### config.mk
export PLATFORM = sky130hd
export DESIGN_NAME = host_regs
export DESIGN_NICKNAME = d
export VERILOG_FILES = /design/src/kernel_pkg.sv /design/src/host_regs.sv
export SDC_FILE = /design/constraint.sdc
export NUM_CORES = 1
export LEC_CHECK = 0
export BUFFER_PORTS_ARGS = -buffer_cell sky130_fd_sc_hd__buf_2
export CAP_MARGIN = 30
export CORE_AREA = 2 2 196 198
export CTS_CLUSTER_DIAMETER = 40
export DETAILED_ROUTE_END_ITERATION = 16
export DIE_AREA = 0 0 198 200
export MAX_ROUTING_LAYER = met4
export PLACE_DENSITY = 0.7
export SYNTH_ARGS = -nofsm -noshare
export SYNTH_HDL_FRONTEND = slang
export SYNTH_SLANG_ARGS = --single-unit
### constraint.sdc
create_clock -name clk -period 2.9 [get_ports clk]
set_clock_uncertainty 0.1 [all_clocks]
set_input_delay 0.435 -clock clk [delete_from_list [all_inputs] [get_ports clk]]
set_output_delay 0.435 -clock clk [all_outputs]
set_load 0.1 [all_outputs]
### src/kernel_pkg.sv
package kernel_pkg;

  localparam int HOST_ADDR_W = 15;
  localparam int HOST_DATA_W = 32;
  localparam int AXI_ADDR_W  = 64;
  localparam int AXI_DATA_W  = 128;
  localparam int AXI_STRB_W  = 16;
  localparam int AXI_ID_W    = 4;

  typedef logic [7:0][HOST_DATA_W-1:0] staging_t; // word 0 lowest

  typedef struct packed {
    logic [2:0]            size;
    logic [AXI_ADDR_W-1:0] addr;
  } aw_entry_t;

  typedef aw_entry_t ar_entry_t; // same layout as aw

  typedef struct packed {
    logic [AXI_STRB_W-1:0] strb;
    logic [AXI_DATA_W-1:0] data;
  } w_entry_t;

  typedef struct packed {
    logic [AXI_ID_W-1:0] id;
    logic [1:0]          resp;
  } b_entry_t;

  typedef struct packed {
    logic [AXI_ID_W-1:0]   id;
    logic [1:0]            resp;
    logic [AXI_DATA_W-1:0] data;
  } r_entry_t;

  localparam logic [HOST_ADDR_W-1:0] REG_DATA0        = 15'h000;
  localparam logic [HOST_ADDR_W-1:0] REG_AW_PUSH      = 15'h020;
  localparam logic [HOST_ADDR_W-1:0] REG_W_PUSH       = 15'h030;
  localparam logic [HOST_ADDR_W-1:0] REG_AR_PUSH      = 15'h040;
  localparam logic [HOST_ADDR_W-1:0] REG_B_STATUS     = 15'h050;
  localparam logic [HOST_ADDR_W-1:0] REG_B_POP        = 15'h054;
  localparam logic [HOST_ADDR_W-1:0] REG_R_STATUS     = 15'h060;
  localparam logic [HOST_ADDR_W-1:0] REG_R_POP        = 15'h064;
  localparam logic [HOST_ADDR_W-1:0] REG_LINK_RST_ON  = 15'h0c0;
  localparam logic [HOST_ADDR_W-1:0] REG_LINK_RST_OFF = 15'h0c4;

  localparam logic [AXI_ID_W-1:0] AW_ID      = 4'd1;
  localparam logic [AXI_ID_W-1:0] AR_ID      = 4'd2;
  localparam logic [1:0]          BURST_INCR = 2'b01;

endpackage
### src/host_regs.sv
`timescale 1ns/100ps

module host_regs (
  input  logic                               clk,
  input  logic                               rstn,
  input  logic                               host_en,
  input  logic [3:0]                         host_we,
  input  logic [kernel_pkg::HOST_ADDR_W-1:0] host_addr,
  input  logic [kernel_pkg::HOST_DATA_W-1:0] host_din,
  output logic [kernel_pkg::HOST_DATA_W-1:0] host_dout,
  output logic                               aw_push_valid,
  output kernel_pkg::aw_entry_t              aw_push_data,
  output logic                               w_push_valid,
  output kernel_pkg::w_entry_t               w_push_data,
  output logic                               ar_push_valid,
  output kernel_pkg::ar_entry_t              ar_push_data,
  input  logic                               b_head_valid,
  input  kernel_pkg::b_entry_t               b_head,
  output logic                               b_pop_ready,
  input  logic                               r_head_valid,
  input  kernel_pkg::r_entry_t               r_head,
  output logic                               r_pop_ready,
  output logic                               link_rstn
);

  import kernel_pkg::*;

  staging_t   stage;
  logic       host_wr;
  logic       host_rd;
  logic       word_hit;
  logic [2:0] word_sel;
  logic       link_sw;

  assign host_wr  = host_en && (host_we != 4'b0);
  assign host_rd  = host_en && (host_we == 4'b0);
  assign word_hit = (host_addr[HOST_ADDR_W-1:5] == REG_DATA0[HOST_ADDR_W-1:5]) &&
                    (host_addr[1:0] == 2'b00);
  assign word_sel = host_addr[4:2];

  // pushes fire during the write cycle, no back-pressure to the host
  assign aw_push_valid = host_wr && (host_addr == REG_AW_PUSH);
  assign w_push_valid  = host_wr && (host_addr == REG_W_PUSH);
  assign ar_push_valid = host_wr && (host_addr == REG_AR_PUSH);

  assign aw_push_data.addr = stage[1:0]; // words 0 and 1
  assign aw_push_data.size = stage[2][2:0];
  assign ar_push_data.addr = stage[1:0];
  assign ar_push_data.size = stage[2][2:0];
  assign w_push_data.data  = stage[3:0]; // words 0 to 3
  assign w_push_data.strb  = stage[4][AXI_STRB_W-1:0];

  assign b_pop_ready = host_wr && (host_addr == REG_B_POP);
  assign r_pop_ready = host_wr && (host_addr == REG_R_POP);

  always_ff @(posedge clk) begin
    if (host_wr && word_hit) begin
      stage[word_sel] <= host_din;
    end else if (b_pop_ready) begin
      stage <= '0; // zero extend the popped entry
      stage[0][AXI_ID_W+1:0] <= {b_head.id, b_head.resp};
    end else if (r_pop_ready) begin
      stage <= '0;
      stage[3:0] <= r_head.data;
      stage[4][AXI_ID_W+1:0] <= {r_head.id, r_head.resp};
    end
  end

  // one cycle read latency, holds otherwise
  always_ff @(posedge clk or negedge rstn) begin
    if (!rstn) begin
      host_dout <= '0;
    end else if (host_rd) begin
      if (word_hit) begin
        host_dout <= stage[word_sel];
      end else if (host_addr == REG_B_STATUS) begin
        host_dout <= HOST_DATA_W'(b_head_valid);
      end else if (host_addr == REG_R_STATUS) begin
        host_dout <= HOST_DATA_W'(r_head_valid);
      end
    end
  end

  always_ff @(posedge clk or negedge rstn) begin
    if (!rstn) begin
      link_sw   <= 1'b1;
      link_rstn <= 1'b0; // held in reset with the kernel
    end else begin
      link_rstn <= link_sw;
      if (host_wr && (host_addr == REG_LINK_RST_ON)) begin
        link_sw <= 1'b0;
      end else if (host_wr && (host_addr == REG_LINK_RST_OFF)) begin
        link_sw <= 1'b1;
      end
    end
  end

endmodule

==> metrics.txt <==
outcome complete, no violations; crit path from host_addr[9]; max_cap viols 0; Initial DRT Pass Iterations 5; post-layout min period 2740 ps; layout cell share with drive strength beyond 1 44.4%; gr ovfl total 0; Worst EP arrival 2210 ps; CTS Buffer Depth 3; Avg Inst Size Synth 11.5 um^2; final setup vio count 0; Fmax achieved 0.365 GHz; Setup Slack @ Placement 153 ps; Yosys top cell area share 46.8%; nets 1,843; final hold vios 0; pin count of the biggest net entering global routing 85; Final Core Density 52.0%; Final ANT Viol Nets 0; GPL Wtd Cong 0.846; Setup TNS 0 ps; Yosys cell types 45; # DRC 0; Initial Util 43.9%; CTS Root Buffer Type clkbuf_16; Syn Nets 1,623; RSZ-0062 raised after global routing false; Critical R2R Launch ar_push_data[64]$_DFFE_PP_; Max VDD drop 0.344 mV; Post-Syn Area 16,400 um^2; Final Cycle Share 94.5%; Worst-Margin Slew 669 ps; Yosys reg bits 290; Seq/Total Area, Yosys 52.0%; WL/cell 23.4 um; H-tree levels 2; clock transition at the registers of the reported paths 60 ps; HPWL after detailed placement 34.8 mm; Slew HR 55.2%; dominant cells by area after synthesis edfxtp_1 47%, buf_4 13%, mux4_2 8.8%; Die X 198 um; total global-route track usage 25.9%; Hold Startpoint r_head[26]; Die Area 39,600 um^2; CP Launch Type input pin; io pins 512; CTS tree yes; CP Capture Type output port; DP Area 17,900 um^2; Clk Latency, worst-skew pair 550 ps; Gate Count Post-Synth 1,427; worst hold path type input pin to register; Area Growth Syn to Fin 18.6%; vias 12,100; FFs w/ async S/R, synth 11.7%; pins over their slew limit 0; initial antenna violation count 1; core area 37,400 um^2; Leak 8.21 nW; global-route wire length before repair 73.2 mm; Routed WL 51.3 mm; post-CTS sizing 0; vias in the first global route 12,000; First DRT Iteration DRCs 935; TritonCTS Sinks 290; Finished Cell Area 19,500 um^2; WP data required 2370 ps; row count 71; Via density 5.52; number of flops mapped to enable cells by yosys 256; Most used DFF post-synth edfxtp_1; Pwr Total 10.6 mW; pwr dens 543 nW/um^2; WS Path Type input pin to output port; chip height 200 um; Ys Warns 0; number of port buffers 511; setup slack after layout 159 ps; CTS Buf Count 43; dominant cell type by area after synthesis edfxtp_1; Crit Path Max Fanout 4
## per-stage QoR
step / hold slack [ps] / cells
2_1_floorplan: 39.4 / 1427
3_3_place_gp: 290 / 2111
3_5_place_dp: 307 / 2112
4_1_cts: 50.3 / 2193
5_1_grt: 59.8 / 2194
6_report: 72.9 / 2195
## cell usage after synthesis (all sizes together), types with 3 or more instances
master / number
a21o: 7
clkbuf: 85
nor3: 5
nand2b: 3
nand3: 4
a22o: 134
edfxtp: 256
nor3b: 3
mux2i: 32
nor4: 5
buf: 323
nand2: 279
dfrtp: 33
and3: 3
mux4: 64
or2: 5
nor2: 7
o21ai: 32
a21oi: 123
## state kept, by name, summed over array words and instances, names as in the netlist
register and flops:
w_push_data 77, stage 112, link_rstn 1, ar_push_data 67
link_sw 1, host_dout 32
## routing by layer
layer / vias up / global-route usage [%] / wire [um] / part of all wire, %
li1: 5353 / - / - / -
met1: 5970 / 31.5 / 20000 / 39
met2: 697 / 42.6 / 25500 / 50
met3: 90 / 5.73 / 4390 / 8.6
met4: 0 / 9.55 / 1380 / 2.7
met5: - / - / 0 / 0
## critical path, stage by stage
cell and delay (ps):
buf_2 100, nor3_2 370, nand4_1 250, or3_4 480
nor4_4 350, buf_12 220
## logic make-up after synthesis
kind of cell / count (synthesis) / synth area share [%]
flops: 290 / 52.0
compound gates: 302 / 12.5
buf+inv: 410 / 16.3
mux: 97 / 10.8
simple gates: 328 / 8.38
## final timing paths
| kind | endpoint | slack (ps) | depth (start not counted) |
|---|---|---|---|
| worst min-delay path | ar_push_data[26]$_DFFE_PP_ | 70 | 2 |
| worst max register to register | host_dout[0]$_DFFE_PN0P_ | 830 | 5 |
| worst max-delay path | aw_push_valid | 160 | 6 |
| min in group asynchronous | host_dout[25]$_DFFE_PN0P_ | 320 | 2 |
| max in group asynchronous | host_dout[16]$_DFFE_PN0P_ | 1830 | 3 |
| worst min register to register | link_rstn$_DFF_PN0_ | 320 | 0 |
## cells in the final DEF (no fill, tap or decap), types with 3 or more instances in the layout
cell type,count
nor4_4,5
bufinv_16,6
buf_4,54
mux4_2,64
a21oi_1,123
dfrtp_1,33
nand2_1,277
inv_6,9
clkbuf_1,7
o21ai_0,31
a22o_1,134
clkbuf_8,5
clkinv_4,3
buf_2,504
nor2_1,6
or2_2,5
buf_12,23
a21o_1,7
clkbuf_16,43
mux2i_1,32
clkinv_2,3
edfxtp_1,256
nand2b_1,3
## timing repair
| action | 4_1_cts | 5_1_grt |
|---|---|---|
| hold buffers | 1 | 0 |
| endpoints found under the hold margin | 14 | 0 |
| setup buffers | 0 | 0 |
## area by class of cell
cell class | count | area, um^2
Tap cell | 511 | 639
Inverter | 2 | 7.51
Clock buffer | 55 | 1170
Timing Repair Buffer | 583 | 3410
Clock inverter | 25 | 327
Fill cell | 3243 | 17900
Antenna cell | 2 | 5.00
Sequential cell | 290 | 8540
Multi-Input combinational cell | 727 | 5360
## power by group
| part | total (mW) | internal (mW) | switching (mW) |
|---|---|---|---|
| Clock | 5.40 | 3.43 | 1.97 |
| Combinational | 0.637 | 0.291 | 0.347 |
| Sequential | 4.52 | 4.52 | 0.000173 |
No activity file was read; power rests on OpenSTA's default activity.
